$ cat config.mk
export PLATFORM = sky130hd
export DESIGN_NAME = sd_cmd_host
export DESIGN_NICKNAME = d
export VERILOG_FILES = /design/src/design/sd_pkg.sv /design/src/design/sd_cmd_host.sv /design/src/design/sd_cmd_serializer.sv /design/src/design/sd_frame_fifo.sv /design/src/design/sd_cmd_framer.sv /design/src/design/sd_clk_divider.sv
export SDC_FILE = /design/constraint.sdc
export NUM_CORES = 1
export LEC_CHECK = 0
export BUFFER_PORTS_ARGS = -buffer_cell sky130_fd_sc_hd__buf_2
export CORE_UTILIZATION = 57
export CTS_BUF_LIST = sky130_fd_sc_hd__clkbuf_8
export DETAILED_ROUTE_END_ITERATION = 10
export HOLD_SLACK_MARGIN = 0.15
export PLACE_DENSITY = 0.79
export SLEW_MARGIN = 10
export SYNTH_ARGS = -nofsm -noshare
export SYNTH_HDL_FRONTEND = slang
export SYNTH_SLANG_ARGS = --single-unit
$ cat constraint.sdc
create_clock -name i_clk -period 2.7 [get_ports i_clk]
set_input_delay 0.27 -clock i_clk [delete_from_list [all_inputs] [get_ports i_clk]]
set_output_delay 0.27 -clock i_clk [all_outputs]
set_load 0.01 [all_outputs]
$ cat src/design/sd_pkg.sv
/*
  Shared types for the SD command path.
  Frame layout is MSB first: start(0), tx(1), index, argument, crc7, end(1).
  The CRC covers the 40 leading bits only. The end bit is outside it.
*/

package sd_pkg;

  ////////////////////////////////////////////////////////////////////
  // frame geometry
  ////////////////////////////////////////////////////////////////////

  localparam int SD_FRAME_BITS = 48;  // full command token on CMD
  localparam int SD_CRC_BITS   = 40;  // start + tx + index + arg

  ////////////////////////////////////////////////////////////////////
  // field types
  ////////////////////////////////////////////////////////////////////

  typedef logic [5:0]               cmd_index_t;  // CMDn number
  typedef logic [31:0]              cmd_arg_t;    // command argument
  typedef logic [6:0]               crc7_t;       // x^7+x^3+1 remainder
  typedef logic [SD_FRAME_BITS-1:0] sd_frame_t;   // bit 47 leaves first

  // index and argument travel together from the user side
  typedef struct packed {
    cmd_index_t index;  // upper 6 bits
    cmd_arg_t   arg;    // lower 32 bits
  } sd_cmd_t;

  // framer control
  typedef enum logic [1:0] {
    IDLE,   // waiting for a strobe
    CRC,    // one bit of the crc per cycle
    WRITE   // frame ready, waiting on fifo space
  } framer_state_t;

endpackage
$ cat src/design/sd_cmd_host.sv
/*
  SD host command path, top level.
  Issue a command by pulsing i_cmd_strobe while o_busy is low.
  No responses, no DAT lines, no card init. CMD only, open loop.
  i_div_max is half the sd clock period minus one, in i_clk cycles.
*/

`timescale 1ns/1ps

module sd_cmd_host #(
  parameter int DIV_WIDTH  = 8,   // divide value width
  parameter int FIFO_DEPTH = 4    // frames queued, power of two
) (
  input  logic                 i_clk,
  input  logic                 i_rst_n,       // sync, active low
  input  logic                 i_cmd_strobe,  // one cycle, only when !o_busy
  input  sd_pkg::sd_cmd_t      i_cmd,
  input  logic [DIV_WIDTH-1:0] i_div_max,
  input  logic                 i_div_en,      // low = sd clock is i_clk
  output logic                 o_sd_clk,
  output logic                 o_sd_cmd,      // idles high
  output logic                 o_busy,
  output logic                 o_cmd_done     // pulse after each end bit
);

  import sd_pkg::*;

  logic      wr_en;       // framer -> fifo
  sd_frame_t wr_frame;
  logic      fifo_full;
  logic      rd_en;       // serializer -> fifo
  sd_frame_t rd_frame;
  logic      fifo_empty;
  logic      shift_tick;  // divider -> serializer

  ////////////////////////////////////////////////////////////////////
  // clock and producer / buffer / consumer chain
  ////////////////////////////////////////////////////////////////////

  sd_clk_divider #(
    .DIV_WIDTH (DIV_WIDTH)
  ) u_clk_div (
    .i_clk        (i_clk),
    .i_rst_n      (i_rst_n),
    .i_div_max    (i_div_max),
    .i_div_en     (i_div_en),
    .o_sd_clk     (o_sd_clk),
    .o_shift_tick (shift_tick)
  );

  sd_cmd_framer u_framer (
    .i_clk        (i_clk),
    .i_rst_n      (i_rst_n),
    .i_cmd_strobe (i_cmd_strobe),
    .i_cmd        (i_cmd),
    .i_fifo_full  (fifo_full),
    .o_busy       (o_busy),
    .o_wr_en      (wr_en),
    .o_wr_frame   (wr_frame)
  );

  sd_frame_fifo #(
    .FIFO_DEPTH (FIFO_DEPTH)
  ) u_fifo (
    .i_clk      (i_clk),
    .i_rst_n    (i_rst_n),
    .i_wr_en    (wr_en),
    .i_wr_frame (wr_frame),
    .i_rd_en    (rd_en),
    .o_rd_frame (rd_frame),
    .o_full     (fifo_full),
    .o_empty    (fifo_empty)
  );

  sd_cmd_serializer u_serializer (
    .i_clk        (i_clk),
    .i_rst_n      (i_rst_n),
    .i_shift_tick (shift_tick),
    .i_fifo_empty (fifo_empty),
    .i_rd_frame   (rd_frame),
    .o_rd_en      (rd_en),
    .o_sd_cmd     (o_sd_cmd),
    .o_cmd_done   (o_cmd_done)
  );

endmodule

$ cat src/design/sd_cmd_serializer.sv
/*
  CMD line serializer, the consumer side.
  Pops one frame whenever idle and the fifo has data, then drives one
  bit per shift tick, MSB first. The tick after the 48th bit returns
  CMD high and pulses o_cmd_done. Line rate follows the tick rate.
*/

`timescale 1ns/1ps

module sd_cmd_serializer (
  input  logic              i_clk,
  input  logic              i_rst_n,      // sync, active low
  input  logic              i_shift_tick, // from the divider, sd_clk fall
  input  logic              i_fifo_empty,
  input  sd_pkg::sd_frame_t i_rd_frame,   // fifo head
  output logic              o_rd_en,      // pop strobe
  output logic              o_sd_cmd,     // CMD line, idles high
  output logic              o_cmd_done    // one cycle after the end bit
);

  import sd_pkg::*;

  localparam int CNT_W = $clog2(SD_FRAME_BITS + 1);  // 0..48

  typedef logic [CNT_W-1:0] bit_cnt_t;

  sd_frame_t shift_q;   // remaining bits, msb is next out
  bit_cnt_t  bit_cnt;   // bits already driven
  logic      active;    // a frame is loaded
  logic      cmd_q;     // registered CMD level
  logic      done_q;
  logic      step;      // move one bit this cycle
  logic      last;      // all 48 bits are on the line

  assign o_rd_en = !active && !i_fifo_empty;    // pop and arm
  assign step    = active && i_shift_tick;
  assign last    = (bit_cnt == CNT_W'(SD_FRAME_BITS));

  ////////////////////////////////////////////////////////////////////
  // control
  ////////////////////////////////////////////////////////////////////

  always_ff @(posedge i_clk) begin
    if (!i_rst_n) begin
      active  <= 1'b0;
      bit_cnt <= '0;
      cmd_q   <= 1'b1;              // idle high
      done_q  <= 1'b0;
    end else begin
      done_q <= 1'b0;               // pulse by default low
      if (o_rd_en) begin
        active  <= 1'b1;            // first bit waits for the next tick
        bit_cnt <= '0;
      end else if (step) begin
        if (last) begin
          active <= 1'b0;
          cmd_q  <= 1'b1;           // end bit done, release the line
          done_q <= 1'b1;
        end else begin
          cmd_q   <= shift_q[SD_FRAME_BITS-1];
          bit_cnt <= bit_cnt + 1'b1;
        end
      end
    end
  end

  ////////////////////////////////////////////////////////////////////
  // shift register
  ////////////////////////////////////////////////////////////////////

  always_ff @(posedge i_clk) begin
    if (o_rd_en) begin
      shift_q <= i_rd_frame;
    end else if (step) begin
      shift_q <= {shift_q[SD_FRAME_BITS-2:0], 1'b1};  // fill with idle level
    end
  end

  assign o_sd_cmd   = cmd_q;
  assign o_cmd_done = done_q;

endmodule

$ cat src/design/sd_frame_fifo.sv
/*
  Show-ahead frame buffer between framer and serializer.
  FIFO_DEPTH must be a power of two, 2 or more.
  No overflow or underflow guard. Writers must honor o_full and
  readers must honor o_empty.
*/

`timescale 1ns/1ps

module sd_frame_fifo #(
  parameter int FIFO_DEPTH = 4                // frames held
) (
  input  logic              i_clk,
  input  logic              i_rst_n,          // sync, active low
  input  logic              i_wr_en,          // push i_wr_frame
  input  sd_pkg::sd_frame_t i_wr_frame,
  input  logic              i_rd_en,          // pop the head entry
  output sd_pkg::sd_frame_t o_rd_frame,       // head entry, always visible
  output logic              o_full,
  output logic              o_empty
);

  import sd_pkg::*;

  localparam int AW = $clog2(FIFO_DEPTH);      // pointer width
  localparam int CW = $clog2(FIFO_DEPTH + 1);  // occupancy 0..FIFO_DEPTH

  typedef logic [AW-1:0] ptr_t;
  typedef logic [CW-1:0] occ_t;

  sd_frame_t mem [FIFO_DEPTH];  // frame storage
  ptr_t      wr_ptr;
  ptr_t      rd_ptr;
  occ_t      occ;               // entries in use

  // storage, written on push
  always_ff @(posedge i_clk) begin
    if (i_wr_en) mem[wr_ptr] <= i_wr_frame;
  end

  // pointers wrap on their own since depth is a power of two
  always_ff @(posedge i_clk) begin
    if (!i_rst_n) begin
      wr_ptr <= '0;
      rd_ptr <= '0;
      occ    <= '0;
    end else begin
      if (i_wr_en) wr_ptr <= wr_ptr + 1'b1;
      if (i_rd_en) rd_ptr <= rd_ptr + 1'b1;
      case ({i_wr_en, i_rd_en})
        2'b10:   occ <= occ + 1'b1;   // push only
        2'b01:   occ <= occ - 1'b1;   // pop only
        default: occ <= occ;          // both or neither
      endcase
    end
  end

  assign o_rd_frame = mem[rd_ptr];            // show-ahead head
  assign o_full     = (occ == CW'(FIFO_DEPTH));
  assign o_empty    = (occ == '0);

endmodule

$ cat src/design/sd_cmd_framer.sv
/*
  Command framer, the producer side of the CMD path.
  A strobe is taken in IDLE only. Strobes while o_busy is high are dropped.
  The CRC7 runs one bit per cycle over 40 bits, so a frame is ready
  41 cycles after the strobe. It waits in WRITE while the fifo is full.
*/

`timescale 1ns/1ps

module sd_cmd_framer (
  input  logic              i_clk,
  input  logic              i_rst_n,      // sync, active low
  input  logic              i_cmd_strobe, // one cycle pulse
  input  sd_pkg::sd_cmd_t   i_cmd,        // index + argument
  input  logic              i_fifo_full,  // back-pressure from the buffer
  output logic              o_busy,       // high while a command is held
  output logic              o_wr_en,      // write strobe into the fifo
  output sd_pkg::sd_frame_t o_wr_frame    // finished 48 bit frame
);

  import sd_pkg::*;

  localparam crc7_t CRC7_POLY = 7'h09;                // x^7 + x^3 + 1
  localparam int    CNT_W     = $clog2(SD_CRC_BITS);  // 0..39

  typedef logic [CNT_W-1:0] crc_cnt_t;

  framer_state_t          state;
  crc_cnt_t               bit_cnt;  // bits fed to the crc so far
  sd_cmd_t                cmd_q;    // latched command for frame assembly
  logic [SD_CRC_BITS-1:0] crc_sr;   // leading bits, shifted out msb first
  crc7_t                  crc_q;    // running remainder
  logic                   crc_fb;   // feedback into the polynomial taps
  logic                   take;     // strobe accepted this cycle

  assign take   = (state == IDLE) && i_cmd_strobe;
  assign crc_fb = crc_q[6] ^ crc_sr[SD_CRC_BITS-1];

  ////////////////////////////////////////////////////////////////////
  // control FSM
  ////////////////////////////////////////////////////////////////////

  always_ff @(posedge i_clk) begin
    if (!i_rst_n) begin
      state   <= IDLE;
      bit_cnt <= '0;
    end else begin
      case (state)
        IDLE: begin
          if (i_cmd_strobe) begin
            state   <= CRC;
            bit_cnt <= '0;
          end
        end
        CRC: begin
          bit_cnt <= bit_cnt + 1'b1;
          if (bit_cnt == CNT_W'(SD_CRC_BITS - 1)) begin
            state <= WRITE;                    // last bit goes in this cycle
          end
        end
        WRITE: begin
          if (!i_fifo_full) state <= IDLE;     // write lands on this edge
        end
        default: state <= IDLE;
      endcase
    end
  end

  ////////////////////////////////////////////////////////////////////
  // serial crc7 datapath
  ////////////////////////////////////////////////////////////////////

  always_ff @(posedge i_clk) begin
    if (take) begin
      cmd_q  <= i_cmd;
      crc_sr <= {2'b01, i_cmd};                // start 0, tx 1, index, arg
      crc_q  <= '0;
    end else if (state == CRC) begin
      crc_sr <= {crc_sr[SD_CRC_BITS-2:0], 1'b0};
      crc_q  <= {crc_q[5:0], 1'b0} ^ (crc_fb ? CRC7_POLY : crc7_t'(0));
    end
  end

  // frame assembly, end bit appended after the crc
  assign o_wr_frame = {2'b01, cmd_q, crc_q, 1'b1};
  assign o_wr_en    = (state == WRITE) && !i_fifo_full;
  assign o_busy     = (state != IDLE);

endmodule

$ cat src/design/sd_clk_divider.sv
/*
  SD clock divider with a falling edge shift tick.
  Half period of o_sd_clk is i_div_max+1 cycles of i_clk.
  i_div_max is sampled at every reload, so a change takes effect after
  the current count expires. With i_div_en low the output is i_clk
  itself through a mux, so the card sees the raw system clock.
*/

`timescale 1ns/1ps

module sd_clk_divider #(
  parameter int DIV_WIDTH = 8             // width of the divide value
) (
  input  logic                 i_clk,
  input  logic                 i_rst_n,   // sync, active low
  input  logic [DIV_WIDTH-1:0] i_div_max, // half period minus one
  input  logic                 i_div_en,  // 0 = pass i_clk straight through
  output logic                 o_sd_clk,  // divided or bypassed clock
  output logic                 o_shift_tick // one cycle, at sd_clk fall
);

  typedef logic [DIV_WIDTH-1:0] div_cnt_t;

  div_cnt_t cnt_q;        // down counter
  logic     expire;       // count reached zero this cycle
  logic     reload;
  logic     toggle_q;     // divided clock before the bypass mux

  ////////////////////////////////////////////////////////////////////
  // reload counter
  ////////////////////////////////////////////////////////////////////

  assign expire = (cnt_q == '0);
  assign reload = !i_rst_n || expire;   // load on reset too, like a preset

  always_ff @(posedge i_clk) begin
    if (reload) begin
      cnt_q <= i_div_max;               // i_div_max+1 cycles until next expiry
    end else begin
      cnt_q <= cnt_q - 1'b1;
    end
  end

  ////////////////////////////////////////////////////////////////////
  // toggle flop
  ////////////////////////////////////////////////////////////////////

  always_ff @(posedge i_clk) begin
    if (!i_rst_n) begin
      toggle_q <= 1'b0;                 // clock starts low
    end else if (expire) begin
      toggle_q <= ~toggle_q;            // half period boundary
    end
  end

  // clock mux, bypass when division is off
  assign o_sd_clk = i_div_en ? toggle_q : i_clk;

  // expiry while high means the toggle is about to fall
  // in bypass every cycle carries one bit
  assign o_shift_tick = i_div_en ? (expire && toggle_q) : 1'b1;

endmodule

# [Word level (Yosys, flattened, before mapping)]
# Memory sizes are Yosys's and may differ from the RTL's. A register that Yosys moved wholly into a read port is not among the register bits.
# Index checks and enable logic that the tools add are counted.
[word_totals] reg_bits=166 ramBits=180 inputBits=50 out_inout_bits=4 memories=1
[mem_list] name="u_fifo.mem" depth=4 word_bits=45 read_ports=1 rd_clocked_by_memory_dff=1 write_ports=1 line_no="sd_frame_fifo.sv:31" source="sd_frame_t mem [FIFO_DEPTH];"
[classes] n_addsub=7 eq_ne=10 mux=24 n_bitwise=7 n_reduce_logical=26
[op_table] cell="$mux W48" count=2
[op_table] cell="$mux W38" count=2
[op_table] cell="$add A6 B1 Y6 const B" count=2
[op_table] cell="$eq A6 B6 Y1 const B" count=2
[op_table] cell="$pmux W6 S2" count=1
[op_table] cell="$reduce_bool A2 Y1" count=6
[op_table] cell="$mux W2" count=5
[op_table] cell="$mux W1" count=9
[op_table] cell="$logic_not A8 Y1" count=1
[op_table] cell="$mux W8" count=1
[op_table] cell="$reduce_and A2 Y1" count=4
[op_table] cell="$sub A8 B1 Y8 const B" count=1
[op_table] cell="$xor A7 B7 Y7" count=1
[op_table] cell="$mux W6" count=1
[op_table] cell="$pmux W2 S3" count=1
[op_table] cell="$pmux W3 S2" count=1
[op_table] cell="$logic_and A1 B1 Y1" count=5
[op_table] cell="$not A1 Y1" count=5
[op_table] cell="$add A2 B1 Y2 const B" count=2
[op_table] cell="$eq A2 B1 Y1 const B" count=2
[op_table] cell="$eq A2 B2 Y1 const B" count=2
[op_table] cell="$logic_not A1 Y1" count=4
[op_table] cell="$mux W4" count=1
[op_table] cell="$ne A2 B2 Y1 const B" count=2
[op_table] cell="11 further kinds" count=11

# [Longest topological paths before layout]
[logic_depth] depth_word=6 depth_mapped=10 ltp_nobuf=9

# [Hierarchy]
# Synthesis repeated with hierarchy kept, for this count alone.
[hier_totals] hier_cells=715 hier_area_um2=14036.0
[modules_own_cells] mod="sd_frame_fifo" n_inst=1 cells_each=296 area_each_um2=7368.3 seq_area_each_um2=5945.7
[modules_own_cells] mod="sd_cmd_framer" n_inst=1 cells_each=209 area_each_um2=3667.3 seq_area_each_um2=2622.5
[modules_own_cells] mod="sd_cmd_serializer" n_inst=1 cells_each=153 area_each_um2=2468.6 seq_area_each_um2=1621.6
[modules_own_cells] mod="sd_clk_divider" n_inst=1 cells_each=57 area_each_um2=531.8 seq_area_each_um2=180.2

==> flow_summary.json <==
{
  "cts_tree": "yes",
  "hpwlAfterDp_um": 12500,
  "place_congestion": 0.748,
  "endpoint_kind": "flip-flop",
  "min_to": "u_framer.bit_cnt[0]",
  "synth-warning-count": 0,
  "io_buffers": 53,
  "ys_ff_latch": 347,
  "r2r_start": "u_clk_div.cnt_q[0]",
  "first_iter_violations": 564,
  "synth_xor_area_share_pct": 0.929,
  "rows": 55,
  "synth_cell_types": 43,
  "period_needed_ns": 2.49,
  "instances_no_fill": 1340,
  "drt_pass1_iterations": 5,
  "cp.required_ns": 3.26,
  "slew_headroom_pct": 59.9,
  "crit_fanout": 11,
  "powerDensity_nw_per_um2": 827,
  "fmax_ghz": 0.401,
  "synth.net_count": 924,
  "postCtsHoldBufs": 50,
  "min-delay-start": "i_cmd_strobe",
  "drv_slew": 0,
  "synthToLayoutAreaGrowth_pct": 17.0,
  "setup_viol": 0,
  "crit_type": "reg -> reg",
  "p_leak_nw": 5.62,
  "ant_nets": 0,
  "fin_skew_ns": 0.0142,
  "grt_max_degree": 85,
  "die-area_um2": 23800,
  "r2r_end": "u_serializer.o_sd_cmd",
  "synth_adder_area_share_pct": 1.00,
  "ys_seq_area_share_pct": 75.6,
  "die_h_um": 154,
  "cap_viol_max_count": 0,
  "nets": 1070,
  "synth_edf_count": 303,
  "fin_setup_tns_ns": 0,
  "synth_top_family_by_area": "simple AND/OR/NAND/NOR gates",
  "cts_setup_buffers": 0,
  "hold_class": "in -> reg",
  "core_region_area_um2": 22700,
  "synthMuxAreaShare_pct": 8.09,
  "hold_viol": 0,
  "diodes": 0,
  "grt_usage_pct": 20.5,
  "synth_largest_area_cell": "edfxtp_1",
  "overflow": 0,
  "synth.avg_cell_area_um2": 15.3,
  "synth_area_leaders": "edfxtp_1, nand2_1, mux4_2",
  "dp_cells": 1187,
  "avgRoutedWirePerCell_um": 17.2,
  "drc": 0,
  "arrival_ns": 3.05,
  "synth_compound_area_share_pct": 1.99,
  "vias_per_cell": 5.39,
  "grt_pass1_wl_um": 37400,
  "holdPathStages": 6,
  "routed_wirelength_um": 23000,
  "async_flop_share_pct": 0,
  "status": "completed",
  "ff2ff_setup_slack_ns": 0.21,
  "grt_pass1_vias": 7542,
  "min_period_over_period_pct": 92.4,
  "ys.flop_type": "edfxtp_1",
  "netlist_area_um2": 13200,
  "pin_count": 54,
  "num_vias": 7221,
  "insertion_delay_ns": 0.68,
  "clkTransAtPathRegs_ns": 0.06,
  "die_x_um": 154,
  "peakVddDrop_mv": 0.479,
  "initial_core_util_pct": 58.1,
  "drive_above_1_share_pct": 19.7,
  "start_kind": "flip-flop",
  "reg2regPathDepth": 7,
  "synthSimpleGateAreaFrac_pct": 10.7,
  "rsz0062_at_grt": "no",
  "antenna_found_initial": 0,
  "cts_resized": 0,
  "worst_pin_slew_ns": 0.602,
  "synth_top_cell_area_share_pct": 68.9,
  "synth_cells": 864
}
[cells in the final DEF, fill, tap and decap left out, types with 3 or more instances in the layout]
master	Yosys	final
a21oi_1	18	18
and2_1	8	4
and2_2	0	4
buf_12	0	3
buf_2	4	53
buf_4	0	20
clkbuf_8	0	60
clkinv_1	0	17
clkinv_2	0	5
dfxtp_1	44	42
dlygate4sd3_1	0	50
edfxtp_1	303	303
ha_1	9	9
inv_1	16	30
mux2_2	3	3
mux4_2	45	45
nand2_1	278	277
nand3_1	3	3
nand4_1	3	3
nor2_1	23	23
nor3_1	4	4
nor3b_1	3	3
o21ai_0	14	14
o31ai_1	5	5
or3_1	3	3
or4_1	4	4
xnor2_1	10	10
xor2_1	4	4
[flip-flops by register name (all words and copies together), names as in the netlist, 2 cells and up, named ones only]
register,flops
u_framer.bit_cnt,6
u_fifo.rd_ptr,2
u_framer.o_wr_frame,38
u_serializer.bit_cnt,6
u_framer.crc_sr,40
u_fifo.occ,3
u_serializer.shift_q,47
u_framer.crc_q,7
u_fifo.wr_ptr,2
u_clk_div.cnt_q,8
u_framer.state,2
u_fifo.mem,180
[cells by family (layout without fill, tap and decap cells)]
group,count (synthesis),count (layout)
xor gates and xnor gates,14,14
buffers and inverters,54,245
AOI/OAI and AO/OA,45,45
adders and majority gates,10,10
muxes,50,50
DFF,347,347
and+or+nand+nor,344,344
[cell usage after synthesis, drive strengths merged, types with 4 or more instances]
master,instances
nand2,278
xnor2,10
and2,8
ha,9
or4,5
a21oi,18
inv,16
o31ai,5
edfxtp,303
buf,11
clkbuf,27
or3,4
nor2,23
xor2,4
o21ai,14
mux4,45
nor3,4
dfxtp,44
[layout make-up]
class	instances	area, µm²
repair buffers	125	971
clock buffers	61	831
multi-input cells	463	3010
clock inverters	43	238
fillers	1476	7260
inverters	16	60.1
flip-flops and latches	347	9980
well taps	285	357
[layer usage]
metal / up-vias / global-route usage [%] / share of wire (%)
met4: 0 / 7.43 / 2.1
met2: 160 / 34.5 / 50
li1: 3445 / - / -
met1: 3570 / 26.7 / 44
met3: 46 / 4.03 / 4.0
met5: - / 0 / 0
[worst max-delay path: stages, from the launching register on]
cell and delay (ns):
dfxtp_1 0.33, inv_1 0.06, ha_1 0.17, or3b_1 0.46, o31a_1 0.44, nor4_1 0.24
o21ai_0 0.10, dlygate4sd3_1 0.57
[stage by stage]
step           util, %  area [µm²]  hold slack [ns]  setup WS, ns  power [mW]
5_1_grt           68.0       15400            0.298        0.0896        13.4
3_5_place_dp      61.1       13900            0.447         0.379        8.60
3_3_place_gp      61.1       13900            0.440         0.443        8.53
2_1_floorplan        -       13200            0.346         0.164        8.08
6_report          68.0       15400            0.303         0.206        12.8
4_1_cts           68.0       15400            0.279         0.225        12.9
[worst max-delay path by stage]
| stage | from | end | slack, ns | cells past startpoint |
|---|---|---|---|---|
| after floorplan | u_fifo.occ[2] | u_fifo.mem[1][0] | 0.16 | 3 |
| after global placement | u_clk_div.cnt_q[0] | u_serializer.shift_q[29] | 0.44 | 7 |
| after detailed placement | u_clk_div.cnt_q[0] | u_serializer.shift_q[30] | 0.38 | 7 |
| after CTS | u_clk_div.cnt_q[0] | u_serializer.o_sd_cmd | 0.23 | 7 |
| after global routing | u_clk_div.cnt_q[0] | u_serializer.o_sd_cmd | 0.09 | 7 |
| final | u_clk_div.cnt_q[0] | u_serializer.o_sd_cmd | 0.21 | 7 |
[power by group]
part	switching, mW	internal (mW)	total, mW
Combinational	1.01	0.635	1.65
Sequential	0.218	6.66	6.88
Clock	1.99	2.26	4.25
Note: power is estimated with default switching activity, not from simulation.
